[src/common/isaPkg.sv]
package isaPkg;

    typedef logic [15:0] wordT;
    typedef logic [1:0]  regIdxT;

    typedef enum logic [3:0] {
        OP_BNE   = 4'd0,
        OP_BEQ   = 4'd1,
        OP_BGZ   = 4'd2,
        OP_BLZ   = 4'd3,
        OP_ADI   = 4'd4,
        OP_ORI   = 4'd5,
        OP_LHI   = 4'd6,
        OP_LWD   = 4'd7,
        OP_SWD   = 4'd8,
        OP_JMP   = 4'd9,
        OP_RTYPE = 4'd15
    } opcodeT;

    typedef enum logic [5:0] {
        FN_ADD = 6'd0,
        FN_SUB = 6'd1,
        FN_AND = 6'd2,
        FN_ORR = 6'd3,
        FN_NOT = 6'd4,
        FN_TCP = 6'd5,
        FN_SHL = 6'd6,
        FN_SHR = 6'd7,
        FN_WWD = 6'd28,
        FN_HLT = 6'd29
    } funcT;

    // low codes line up with the R-type function codes
    typedef enum logic [3:0] {
        ALU_ADD   = 4'd0,
        ALU_SUB   = 4'd1,
        ALU_AND   = 4'd2,
        ALU_ORR   = 4'd3,
        ALU_NOT   = 4'd4,
        ALU_TCP   = 4'd5,
        ALU_SHL   = 4'd6,
        ALU_SHR   = 4'd7,
        ALU_PASSB = 4'd8
    } aluOpT;

    typedef struct packed {
        opcodeT opcode;
        regIdxT rs;
        regIdxT rt;
        regIdxT rd;
        funcT   func;
    } rTypeT;

    typedef struct packed {
        opcodeT     opcode;
        regIdxT     rs;
        regIdxT     rt;
        logic [7:0] imm8;
    } iTypeT;

    typedef struct packed {
        opcodeT      opcode;
        logic [11:0] target12;
    } jTypeT;

endpackage

[src/common/pipePkg.sv]
package pipePkg;

    typedef struct packed {
        logic           regWrite;
        logic           memRead;
        logic           memWrite;
        logic           useImm;
        logic           isBranch;
        logic           isWwd;
        logic           isHalt;
        isaPkg::aluOpT  aluOp;
        isaPkg::regIdxT dest;
    } ctrlT;

    typedef struct packed {
        isaPkg::wordT inst;
        isaPkg::wordT pcPlus1;
    } ifIdT;

    typedef struct packed {
        ctrlT           ctrl;
        isaPkg::wordT   rsData;
        isaPkg::wordT   rtData;
        isaPkg::regIdxT rs;
        isaPkg::regIdxT rt;
        isaPkg::wordT   imm;
        isaPkg::opcodeT opcode;
        isaPkg::wordT   pcPlus1;
    } idExT;

    typedef struct packed {
        ctrlT         ctrl;
        isaPkg::wordT aluResult;
        isaPkg::wordT storeData;
    } exMemT;

    typedef struct packed {
        ctrlT         ctrl;
        isaPkg::wordT aluResult;
        isaPkg::wordT loadData;
    } memWbT;

    typedef enum logic [1:0] {
        FWD_REG = 2'd0,
        FWD_MEM = 2'd1,
        FWD_WB  = 2'd2
    } fwdSelT;

endpackage

[src/core/pipeStage.sv]
`timescale 1ns/100ps

module pipeStage #(
    parameter type payloadT = logic [15:0]
) (
    input  logic    Clk,
    input  logic    reset,
    input  logic    hold,
    input  logic    bubble,
    input  logic    inValid,
    input  payloadT inData,
    output logic    outValid,
    output payloadT outData
);

    // a bubble wins over hold, so a flush never leaves a stale valid behind
    always_ff @(posedge Clk) begin
        if (reset || bubble) begin
            outValid <= 1'b0;
            outData  <= '0;
        end else if (!hold) begin
            outValid <= inValid;
            outData  <= inData;
        end
    end

endmodule

[src/core/regFile.sv]
`timescale 1ns/100ps

module regFile (
    input  logic           Clk,
    input  logic           reset,
    input  isaPkg::regIdxT readA,
    input  isaPkg::regIdxT readB,
    input  isaPkg::regIdxT writeIdx,
    input  isaPkg::wordT   writeData,
    input  logic           writeEn,
    output isaPkg::wordT   dataA,
    output isaPkg::wordT   dataB
);

    isaPkg::wordT regs [4];

    always_ff @(posedge Clk) begin
        if (reset) begin
            for (int i = 0; i < 4; i++) begin
                regs[i] <= '0;
            end
        end else if (writeEn) begin
            regs[writeIdx] <= writeData;
        end
    end

    // write-through so ID sees the value WB is writing this cycle
    assign dataA = (writeEn && writeIdx == readA) ? writeData : regs[readA];
    assign dataB = (writeEn && writeIdx == readB) ? writeData : regs[readB];

endmodule

[src/core/alu.sv]
`timescale 1ns/100ps

module alu (
    input  isaPkg::wordT   a,
    input  isaPkg::wordT   b,
    input  isaPkg::aluOpT  op,
    input  isaPkg::opcodeT opcode,
    output isaPkg::wordT   result,
    output logic           branchTaken
);

    always_comb begin
        case (op)
            isaPkg::ALU_ADD: result = a + b;
            isaPkg::ALU_SUB: result = a - b;
            isaPkg::ALU_AND: result = a & b;
            isaPkg::ALU_ORR: result = a | b;
            isaPkg::ALU_NOT: result = ~a;
            isaPkg::ALU_TCP: result = ~a + 16'd1;
            isaPkg::ALU_SHL: result = a << 1;
            isaPkg::ALU_SHR: result = $signed(a) >>> 1;
            default:         result = b;
        endcase
    end

    // BGZ and BLZ look at rs alone, as signed
    always_comb begin
        case (opcode)
            isaPkg::OP_BNE: branchTaken = a != b;
            isaPkg::OP_BEQ: branchTaken = a == b;
            isaPkg::OP_BGZ: branchTaken = $signed(a) > 16'sd0;
            isaPkg::OP_BLZ: branchTaken = $signed(a) < 16'sd0;
            default:        branchTaken = 1'b0;
        endcase
    end

endmodule

[src/core/pipelineControl.sv]
`timescale 1ns/100ps

module pipelineControl (
    input  logic            Clk,
    input  logic            reset,
    input  isaPkg::wordT    idInst,
    input  logic            idValid,
    input  pipePkg::idExT   exStage,
    input  logic            exValid,
    input  pipePkg::exMemT  memStage,
    input  logic            memValid,
    input  pipePkg::memWbT  wbStage,
    input  logic            wbValid,
    input  logic            branchTaken,
    output pipePkg::ctrlT   idCtrl,
    output logic            stallFetch,
    output logic            bubbleEx,
    output logic            flushIfId,
    output logic            flushIdEx,
    output logic            jumpTaken,
    output pipePkg::fwdSelT fwdA,
    output pipePkg::fwdSelT fwdB
);

    isaPkg::rTypeT rInst;
    logic          useRs;
    logic          useRt;
    logic          isJump;
    logic          loadUse;
    logic          branchFlush;
    logic          haltInId;
    logic          haltSeen;

    function automatic pipePkg::fwdSelT pickFwd(input isaPkg::regIdxT src);
        if (memValid && memStage.ctrl.regWrite && memStage.ctrl.dest == src) begin
            return pipePkg::FWD_MEM;
        end
        if (wbValid && wbStage.ctrl.regWrite && wbStage.ctrl.dest == src) begin
            return pipePkg::FWD_WB;
        end
        return pipePkg::FWD_REG;
    endfunction

    assign rInst = isaPkg::rTypeT'(idInst);

    always_comb begin
        idCtrl = '0;
        useRs  = 1'b0;
        useRt  = 1'b0;
        isJump = 1'b0;
        case (rInst.opcode)
            isaPkg::OP_BNE, isaPkg::OP_BEQ, isaPkg::OP_BGZ, isaPkg::OP_BLZ: begin
                idCtrl.isBranch = 1'b1;
                idCtrl.aluOp    = isaPkg::ALU_SUB;
                useRs           = 1'b1;
                useRt           = rInst.opcode inside {isaPkg::OP_BNE, isaPkg::OP_BEQ};
            end
            isaPkg::OP_ADI, isaPkg::OP_ORI, isaPkg::OP_LHI, isaPkg::OP_LWD: begin
                idCtrl.regWrite = 1'b1;
                idCtrl.useImm   = 1'b1;
                idCtrl.memRead  = rInst.opcode == isaPkg::OP_LWD;
                idCtrl.dest     = rInst.rt;
                useRs           = rInst.opcode != isaPkg::OP_LHI;
                if (rInst.opcode == isaPkg::OP_ORI) begin
                    idCtrl.aluOp = isaPkg::ALU_ORR;
                end else if (rInst.opcode == isaPkg::OP_LHI) begin
                    idCtrl.aluOp = isaPkg::ALU_PASSB;
                end else begin
                    idCtrl.aluOp = isaPkg::ALU_ADD;
                end
            end
            isaPkg::OP_SWD: begin
                idCtrl.memWrite = 1'b1;
                idCtrl.useImm   = 1'b1;
                idCtrl.aluOp    = isaPkg::ALU_ADD;
                useRs           = 1'b1;
                useRt           = 1'b1;
            end
            isaPkg::OP_JMP: begin
                isJump = 1'b1;
            end
            isaPkg::OP_RTYPE: begin
                if (rInst.func <= isaPkg::FN_SHR) begin
                    idCtrl.regWrite = 1'b1;
                    idCtrl.aluOp    = isaPkg::aluOpT'(idInst[3:0]);
                    idCtrl.dest     = rInst.rd;
                    useRs           = 1'b1;
                    useRt           = rInst.func <= isaPkg::FN_ORR;
                end else if (rInst.func == isaPkg::FN_WWD) begin
                    // rs plus a zero immediate carries the value to WB
                    idCtrl.isWwd  = 1'b1;
                    idCtrl.useImm = 1'b1;
                    idCtrl.aluOp  = isaPkg::ALU_ADD;
                    useRs         = 1'b1;
                end else if (rInst.func == isaPkg::FN_HLT) begin
                    idCtrl.isHalt = 1'b1;
                end
            end
            default: begin
                idCtrl = '0;
            end
        endcase
    end

    assign branchFlush = exValid && exStage.ctrl.isBranch && branchTaken;
    assign loadUse     = idValid && exValid && exStage.ctrl.memRead &&
                         ((useRs && exStage.ctrl.dest == rInst.rs) ||
                          (useRt && exStage.ctrl.dest == rInst.rt));
    assign haltInId    = idValid && idCtrl.isHalt;

    assign stallFetch = loadUse;
    assign bubbleEx   = loadUse;
    assign jumpTaken  = idValid && isJump && !branchFlush;
    assign flushIdEx  = branchFlush;
    // nothing younger than a decoded HLT may enter the pipe
    assign flushIfId  = branchFlush || jumpTaken || haltInId || haltSeen;

    always_comb begin
        fwdA = pickFwd(exStage.rs);
        fwdB = pickFwd(exStage.rt);
    end

    always_ff @(posedge Clk) begin
        if (reset) begin
            haltSeen <= 1'b0;
        end else if (haltInId && !branchFlush) begin
            haltSeen <= 1'b1;
        end
    end

endmodule

[src/core/datapath.sv]
`timescale 1ns/100ps

module datapath #(
    parameter isaPkg::wordT ResetPc = '0
) (
    input  logic            Clk,
    input  logic            reset,
    output isaPkg::wordT    instAddr,
    input  isaPkg::wordT    instData,
    output isaPkg::wordT    dataAddr,
    output isaPkg::wordT    dataWdata,
    input  isaPkg::wordT    dataRdata,
    output logic            dataRead,
    output logic            dataWrite,
    output isaPkg::wordT    outputPort,
    output logic            outputValid,
    output isaPkg::wordT    instCount,
    output logic            halted,
    output pipePkg::ifIdT   ifIdIn,
    output logic            fetchValid,
    input  pipePkg::ifIdT   ifIdQ,
    output pipePkg::idExT   idExIn,
    input  pipePkg::idExT   idExQ,
    output pipePkg::exMemT  exMemIn,
    input  pipePkg::exMemT  exMemQ,
    input  logic            exMemValid,
    output pipePkg::memWbT  memWbIn,
    input  pipePkg::memWbT  memWbQ,
    input  logic            memWbValid,
    input  pipePkg::ctrlT   idCtrl,
    input  logic            stallFetch,
    input  logic            flushIdEx,
    input  logic            jumpTaken,
    input  pipePkg::fwdSelT fwdA,
    input  pipePkg::fwdSelT fwdB,
    output isaPkg::wordT    aluA,
    output isaPkg::wordT    aluB,
    output isaPkg::aluOpT   aluOp,
    output isaPkg::opcodeT  aluOpcode,
    input  isaPkg::wordT    aluResult,
    output isaPkg::regIdxT  regReadA,
    output isaPkg::regIdxT  regReadB,
    input  isaPkg::wordT    regDataA,
    input  isaPkg::wordT    regDataB,
    output isaPkg::regIdxT  regWriteIdx,
    output isaPkg::wordT    regWriteData,
    output logic            regWriteEn
);

    isaPkg::wordT  pc;
    isaPkg::wordT  pcPlus1;
    isaPkg::wordT  nextPc;
    isaPkg::wordT  extImm;
    isaPkg::wordT  fwdDataA;
    isaPkg::wordT  fwdDataB;
    isaPkg::wordT  wbValue;
    isaPkg::iTypeT idFields;
    isaPkg::jTypeT jumpFields;
    logic          retire;

    // fetch
    assign pcPlus1    = pc + 16'd1;
    assign instAddr   = pc;
    assign fetchValid = !halted;
    assign ifIdIn     = '{inst: instData, pcPlus1: pcPlus1};

    assign idFields   = isaPkg::iTypeT'(ifIdQ.inst);
    assign jumpFields = isaPkg::jTypeT'(ifIdQ.inst);

    // a taken branch in EX is older than a JMP in ID
    always_comb begin
        if (stallFetch || halted) begin
            nextPc = pc;
        end else if (flushIdEx) begin
            nextPc = idExQ.pcPlus1 + idExQ.imm;
        end else if (jumpTaken) begin
            nextPc = {ifIdQ.pcPlus1[15:12], jumpFields.target12};
        end else begin
            nextPc = pcPlus1;
        end
    end

    always_ff @(posedge Clk) begin
        if (reset) begin
            pc <= ResetPc;
        end else begin
            pc <= nextPc;
        end
    end

    // decode
    always_comb begin
        case (idFields.opcode)
            isaPkg::OP_ORI:   extImm = {8'd0, idFields.imm8};
            isaPkg::OP_LHI:   extImm = {idFields.imm8, 8'd0};
            isaPkg::OP_RTYPE: extImm = '0;
            default:          extImm = {{8{idFields.imm8[7]}}, idFields.imm8};
        endcase
    end

    assign regReadA = idFields.rs;
    assign regReadB = idFields.rt;

    always_comb begin
        idExIn.ctrl    = idCtrl;
        idExIn.rsData  = regDataA;
        idExIn.rtData  = regDataB;
        idExIn.rs      = idFields.rs;
        idExIn.rt      = idFields.rt;
        idExIn.imm     = extImm;
        idExIn.opcode  = idFields.opcode;
        idExIn.pcPlus1 = ifIdQ.pcPlus1;
    end

    // execute
    always_comb begin
        case (fwdA)
            pipePkg::FWD_MEM: fwdDataA = exMemQ.aluResult;
            pipePkg::FWD_WB:  fwdDataA = wbValue;
            default:          fwdDataA = idExQ.rsData;
        endcase
        case (fwdB)
            pipePkg::FWD_MEM: fwdDataB = exMemQ.aluResult;
            pipePkg::FWD_WB:  fwdDataB = wbValue;
            default:          fwdDataB = idExQ.rtData;
        endcase
    end

    assign aluA      = fwdDataA;
    assign aluB      = idExQ.ctrl.useImm ? idExQ.imm : fwdDataB;
    assign aluOp     = idExQ.ctrl.aluOp;
    assign aluOpcode = idExQ.opcode;
    assign exMemIn   = '{ctrl: idExQ.ctrl, aluResult: aluResult, storeData: fwdDataB};

    // memory
    assign dataAddr  = exMemQ.aluResult;
    assign dataWdata = exMemQ.storeData;
    assign dataRead  = exMemValid && exMemQ.ctrl.memRead && !halted;
    assign dataWrite = exMemValid && exMemQ.ctrl.memWrite && !halted;
    assign memWbIn   = '{ctrl: exMemQ.ctrl, aluResult: exMemQ.aluResult, loadData: dataRdata};

    // writeback and retirement
    assign wbValue      = memWbQ.ctrl.memRead ? memWbQ.loadData : memWbQ.aluResult;
    assign retire       = memWbValid && !halted;
    assign regWriteIdx  = memWbQ.ctrl.dest;
    assign regWriteData = wbValue;
    assign regWriteEn   = retire && memWbQ.ctrl.regWrite;
    assign outputPort   = memWbQ.aluResult;
    assign outputValid  = retire && memWbQ.ctrl.isWwd;

    always_ff @(posedge Clk) begin
        if (reset) begin
            instCount <= '0;
            halted    <= 1'b0;
        end else if (retire) begin
            instCount <= instCount + 16'd1;
            if (memWbQ.ctrl.isHalt) begin
                halted <= 1'b1;
            end
        end
    end

endmodule

[src/design/cpuTop.sv]
`timescale 1ns/100ps

module cpuTop #(
    parameter isaPkg::wordT ResetPc = '0
) (
    input  logic         Clk,
    input  logic         reset,
    output isaPkg::wordT instAddr,
    input  isaPkg::wordT instData,
    output isaPkg::wordT dataAddr,
    output isaPkg::wordT dataWdata,
    input  isaPkg::wordT dataRdata,
    output logic         dataRead,
    output logic         dataWrite,
    output isaPkg::wordT outputPort,
    output logic         outputValid,
    output isaPkg::wordT instCount,
    output logic         halted
);

    pipePkg::ifIdT   ifIdIn;
    pipePkg::ifIdT   ifIdQ;
    pipePkg::idExT   idExIn;
    pipePkg::idExT   idExQ;
    pipePkg::exMemT  exMemIn;
    pipePkg::exMemT  exMemQ;
    pipePkg::memWbT  memWbIn;
    pipePkg::memWbT  memWbQ;
    logic            fetchValid;
    logic            ifIdValid;
    logic            idExValid;
    logic            exMemValid;
    logic            memWbValid;
    pipePkg::ctrlT   idCtrl;
    logic            stallFetch;
    logic            bubbleEx;
    logic            flushIfId;
    logic            flushIdEx;
    logic            jumpTaken;
    pipePkg::fwdSelT fwdA;
    pipePkg::fwdSelT fwdB;
    isaPkg::wordT    aluA;
    isaPkg::wordT    aluB;
    isaPkg::aluOpT   aluOp;
    isaPkg::opcodeT  aluOpcode;
    isaPkg::wordT    aluResult;
    logic            branchTaken;
    isaPkg::regIdxT  regReadA;
    isaPkg::regIdxT  regReadB;
    isaPkg::wordT    regDataA;
    isaPkg::wordT    regDataB;
    isaPkg::regIdxT  regWriteIdx;
    isaPkg::wordT    regWriteData;
    logic            regWriteEn;

    pipelineControl ctrlUnit (
        .Clk        (Clk),
        .reset      (reset),
        .idInst     (ifIdQ.inst),
        .idValid    (ifIdValid),
        .exStage    (idExQ),
        .exValid    (idExValid),
        .memStage   (exMemQ),
        .memValid   (exMemValid),
        .wbStage    (memWbQ),
        .wbValid    (memWbValid),
        .branchTaken(branchTaken),
        .idCtrl     (idCtrl),
        .stallFetch (stallFetch),
        .bubbleEx   (bubbleEx),
        .flushIfId  (flushIfId),
        .flushIdEx  (flushIdEx),
        .jumpTaken  (jumpTaken),
        .fwdA       (fwdA),
        .fwdB       (fwdB)
    );

    // every datapath port shares its name with a wire or port here
    datapath #(.ResetPc(ResetPc)) dpath (.*);

    regFile regs (
        .Clk      (Clk),
        .reset    (reset),
        .readA    (regReadA),
        .readB    (regReadB),
        .writeIdx (regWriteIdx),
        .writeData(regWriteData),
        .writeEn  (regWriteEn),
        .dataA    (regDataA),
        .dataB    (regDataB)
    );

    alu aluUnit (
        .a          (aluA),
        .b          (aluB),
        .op         (aluOp),
        .opcode     (aluOpcode),
        .result     (aluResult),
        .branchTaken(branchTaken)
    );

    pipeStage #(.payloadT(pipePkg::ifIdT)) ifIdStage (
        .Clk     (Clk),
        .reset   (reset),
        .hold    (stallFetch),
        .bubble  (flushIfId),
        .inValid (fetchValid),
        .inData  (ifIdIn),
        .outValid(ifIdValid),
        .outData (ifIdQ)
    );

    pipeStage #(.payloadT(pipePkg::idExT)) idExStage (
        .Clk     (Clk),
        .reset   (reset),
        .hold    (1'b0),
        .bubble  (bubbleEx | flushIdEx),
        .inValid (ifIdValid),
        .inData  (idExIn),
        .outValid(idExValid),
        .outData (idExQ)
    );

    pipeStage #(.payloadT(pipePkg::exMemT)) exMemStage (
        .Clk     (Clk),
        .reset   (reset),
        .hold    (1'b0),
        .bubble  (1'b0),
        .inValid (idExValid),
        .inData  (exMemIn),
        .outValid(exMemValid),
        .outData (exMemQ)
    );

    pipeStage #(.payloadT(pipePkg::memWbT)) memWbStage (
        .Clk     (Clk),
        .reset   (reset),
        .hold    (1'b0),
        .bubble  (1'b0),
        .inValid (exMemValid),
        .inData  (memWbIn),
        .outValid(memWbValid),
        .outData (memWbQ)
    );

endmodule

[config.mk]
export PLATFORM = sky130hd
export DESIGN_NAME = cpuTop
export DESIGN_NICKNAME = d
export VERILOG_FILES = /design/src/common/isaPkg.sv /design/src/common/pipePkg.sv /design/src/core/pipeStage.sv /design/src/core/regFile.sv /design/src/core/alu.sv /design/src/core/pipelineControl.sv /design/src/core/datapath.sv /design/src/design/cpuTop.sv
export SDC_FILE = /design/constraint.sdc
export NUM_CORES = 1
export LEC_CHECK = 0
export ABC_AREA = 1
export BUFFER_PORTS_ARGS = -buffer_cell sky130_fd_sc_hd__buf_2
export CAP_MARGIN = 40
export CORE_MARGIN = 2
export CORE_UTILIZATION = 48
export DETAILED_ROUTE_END_ITERATION = 12
export GPL_TIMING_DRIVEN = 0
export PLACE_DENSITY = 0.66
export SYNTH_ARGS = -nofsm -noshare
export SYNTH_HDL_FRONTEND = slang
export SYNTH_SLANG_ARGS = --single-unit
[constraint.sdc]
create_clock -name Clk -period 6.1 [get_ports Clk]
set_input_delay 1.22 -clock Clk [delete_from_list [all_inputs] [get_ports Clk]]
set_output_delay 1.22 -clock Clk [all_outputs]
set_load 0.1 [all_outputs]
==> results.yml <==
status:
  status: "finished, final reports clean"
synthesis:
  synth_common_cells: "397 x nor2_1, 314 x nand2_1, 269 x inv_1"
  ys_seq_area_share_pct: 40.1
  ys_top_cells_by_area: "dfxtp_1 28%, edfxtp_1 12%, nor2_1 9.1%"
  async_reset_ff_share_pct: 0
  synth_ff_type: "dfxtp_1"
  synth_mux_area_share_pct: 0.138
  yosys_warnings: 0
  yosys.area_share.simple_pct: 25.6
  synth_top_area_share_pct: 28.4
  ys_types: 54
  synth_fa_ha_area_share_pct: 5.26
  synthCells: 2247
  synth_top_family_by_area: "simple AND/OR/NAND/NOR gates"
  synth_xor_area_share_pct: 1.87
  synth_edf_count: 64
  yosysMostFrequentCell: "nor2_1"
  synth_area_sq_um: 16400
  synth_compound_gate_area_share_pct: 15.7
  yosysTopAreaCell: "dfxtp_1"
  syn_area_per_cell_sq_um: 7.29
  syn_nets: 2348
  ys_seq_elements: 296
worst_hold_path:
  min_from: "exMemStage.outData[38]"
  min_path_type: "register to register"
  hold_depth: 2
  holdPathEnd: "memWbStage.outData[38]"
sta:
  hold_viol: 0
  min_period_over_period_pct: 88.6
  skew_ns: 0.0232
  rsz0062_at_grt: "false"
  tns_ns: 0
  fin_crit_ns: 5.41
  fin_hold_ws_ns: 0.389
  finalSetupViolations: 0
  max_freq_mhz: 185
  worstMarginPinSlew_ns: 1.01
  final-max-slew-violation-count: 0
  slew_headroom_pct: 32.1
drt:
  wire_per_inst_um: 20.0
  route.detailed.drc: 0
  drtAntennaViolNets: 0
  routed-via-count: 16100
  drtIter0Drc: 1968
  wirelength_um: 57600
  drt-vias-per-instance: 5.58
  firstDrtPassIters: 5
critical_path:
  slowest_delay_ns: 0.58
  required_ns: 6.52
  endpoint_kind: "register"
  ff2ff_path_depth: 28
  setup.worst_path.start_class: "register"
  crit_type: "register to register"
  crit_arrival_ns: 5.83
  crit_path_frequent_cell: "nand2_1"
  critPathMaxFanout: 10
  worst_path_max_delay_cell: "nor4_1"
  worstReg2RegEnd: "idExStage.outData[47]"
  r2r_setup_slack_ns: 0.69
  r2r_start: "idExStage.outData[37]"
floorplanning:
  rows: 67
  start_util_pct: 48.8
  die_area_sq_um: 35600
  die_h_um: 189
  coreArea_sq_um: 33500
  io-pin-count: 118
  die_w_um: 189
cells_and_area:
  final-seq-area_sq_um: 6570
  fill_cells: 3272
  diodes: 0
  final_nets: 2506
  design_area_sq_um: 18800
  multi_input_comb_area_sq_um: 7950
  syn2layout_area_growth_pct: 14.7
  layout-drive-gt1-share_pct: 13.7
clocking:
  postCtsSetupRepairBufs: 0
  cts-hold-fix-buffers: 0
  clockRootBuffer: "clkbuf_16"
  cts.clk_slew.worst_paths_ns: 0.06
  cts_buffer_depth: 3
  clock-sinks: 296
  cts_tree: "yes"
  insertion_delay_ns: 0.53
  post_cts_resized: 0
  cts-htree-levels: 2
  cts_buffers: 34
placed_design:
  hpwl_um: 43700
  port_buffers: 116
  globalplace.congestion: 0.982
  dpl_cell_area_sq_um: 17600
global_routing:
  grt_max_degree: 17
  grt.total_usage_pct: 31.8
  globalRouteOverflowTotal: 0
  grt_pass1_vias: 15100
  grt_pass1_wl_um: 87100
  antenna_found_initial: 1
pwr:
  p_per_area_nw_per_um2: 294
  vdd_drop_max_mv: 0.224
  power_mw: 5.52
  p_leak_nw: 8.34
run:
  maxCapViolations: 0
[critical path: cells and delay by family, from the launching register on]
| family | cells | cell delay (ns) |
|---|---|---|
| AOI/OAI and AO/OA | 1 | 0.19 |
| buffers and inverters | 10 | 1.91 |
| DFF | 1 | 0.42 |
| adders and majority gates | 1 | 0.28 |
| and+or+nand+nor | 16 | 2.51 |
[registers in the layout, indices dropped and copies added, names as in the netlist]
register             count
idExStage.outData       85
regs.regs               64
exMemStage.outData      39
memWbStage.outData      38
ifIdStage.outData       32
dpath.instAddr          16
dpath.instCount         16
ctrlUnit.haltSeen        1
dpath.halted             1
exMemStage.outValid      1
idExStage.outValid       1
ifIdStage.outValid       1
memWbStage.outValid      1
[placed cells by master, fill, tap and decap left out, types with 4 or more instances in the layout]
cell type / Yosys / layout
a211oi_1: 6 / 6
a21oi_1: 138 / 138
a221oi_1: 9 / 9
a31oi_1: 7 / 7
buf_1: 5 / 5
buf_2: 13 / 131
buf_4: 51 / 52
buf_6: 7 / 9
bufinv_16: 0 / 6
clkbuf_1: 70 / 72
clkbuf_16: 0 / 35
clkinv_1: 5 / 6
clkinv_2: 0 / 9
dfxtp_1: 232 / 232
edfxtp_1: 64 / 64
ha_1: 64 / 64
inv_1: 269 / 269
inv_2: 8 / 8
nand2_1: 314 / 314
nand2_2: 4 / 4
nand3_1: 124 / 124
nand3_2: 4 / 4
nand3b_1: 6 / 6
nand3b_2: 5 / 5
nand4_1: 15 / 15
nor2_1: 397 / 397
nor2_2: 41 / 41
nor3_1: 41 / 40
nor4_1: 4 / 4
o211ai_1: 11 / 11
o21a_1: 5 / 5
o21ai_0: 193 / 193
o221ai_1: 26 / 26
o22ai_1: 30 / 30
or2_2: 7 / 7
xnor2_1: 17 / 17
xor2_1: 18 / 18
[final cells by class]
cell class                      count  area share (%)
Sequential cell                   296            35.0
Multi-Input combinational cell   1523            42.3
Tap cell                          448            2.98
Buffer                            146            4.30
Timing Repair Buffer              122            3.38
Inverter                          282            5.63
Clock inverter                     23            1.60
Clock buffer                       39            4.85
[report_power, final]
part / internal (mW) / switching, mW / leakage (nW)
Sequential: 2.10 / 0.0734 / 2.56
Combinational: 0.292 / 0.835 / 5.18
Clock: 1.34 / 0.881 / 0.601
[per-layer routing]
layer	track usage, %	wire length, um	vias to the layer above
met2	48.5	24600	825
met1	44.4	24700	7445
li1	-	-	7654
met5	0	0	-
met4	13.9	2550	0
met3	5.46	5740	136
[through the flow]
step / instances / util (%) / setup WS [ns]
2_1_floorplan: 2247 / - / 1.98
3_3_place_gp: 2811 / 52.2 / 0.782
3_5_place_dp: 2817 / 52.4 / 0.885
4_1_cts: 2879 / 56.0 / 0.850
5_1_grt: 2879 / 56.0 / 0.341
6_report: 2879 / 56.0 / 0.694
[cells by family (layout without fill, tap and decap cells)]
logic type / Yosys count / count (layout)
xor gates and xnor gates: 35 / 35
adders and majority gates: 67 / 67
AOI/OAI and AO/OA: 449 / 449
DFF: 296 / 296
muxes: 2 / 2
buffers and inverters: 428 / 612
and+or+nand+nor: 970 / 970
[worst max-delay path by stage]
stage,startpoint,endpoint,slack [ns],depth (start not counted)
CTS,idExStage.outData[37],idExStage.outData[47],0.85,28
floorplan,dpath.halted,dataRead,1.98,1
global placement,reset,regs.regs[3][14],0.78,5
global route,idExStage.outData[37],idExStage.outData[68],0.34,28
detailed placement,idExStage.outData[37],idExStage.outData[47],0.88,28
finish,idExStage.outData[37],idExStage.outData[47],0.69,28
Power figures use the tool's default switching activity.
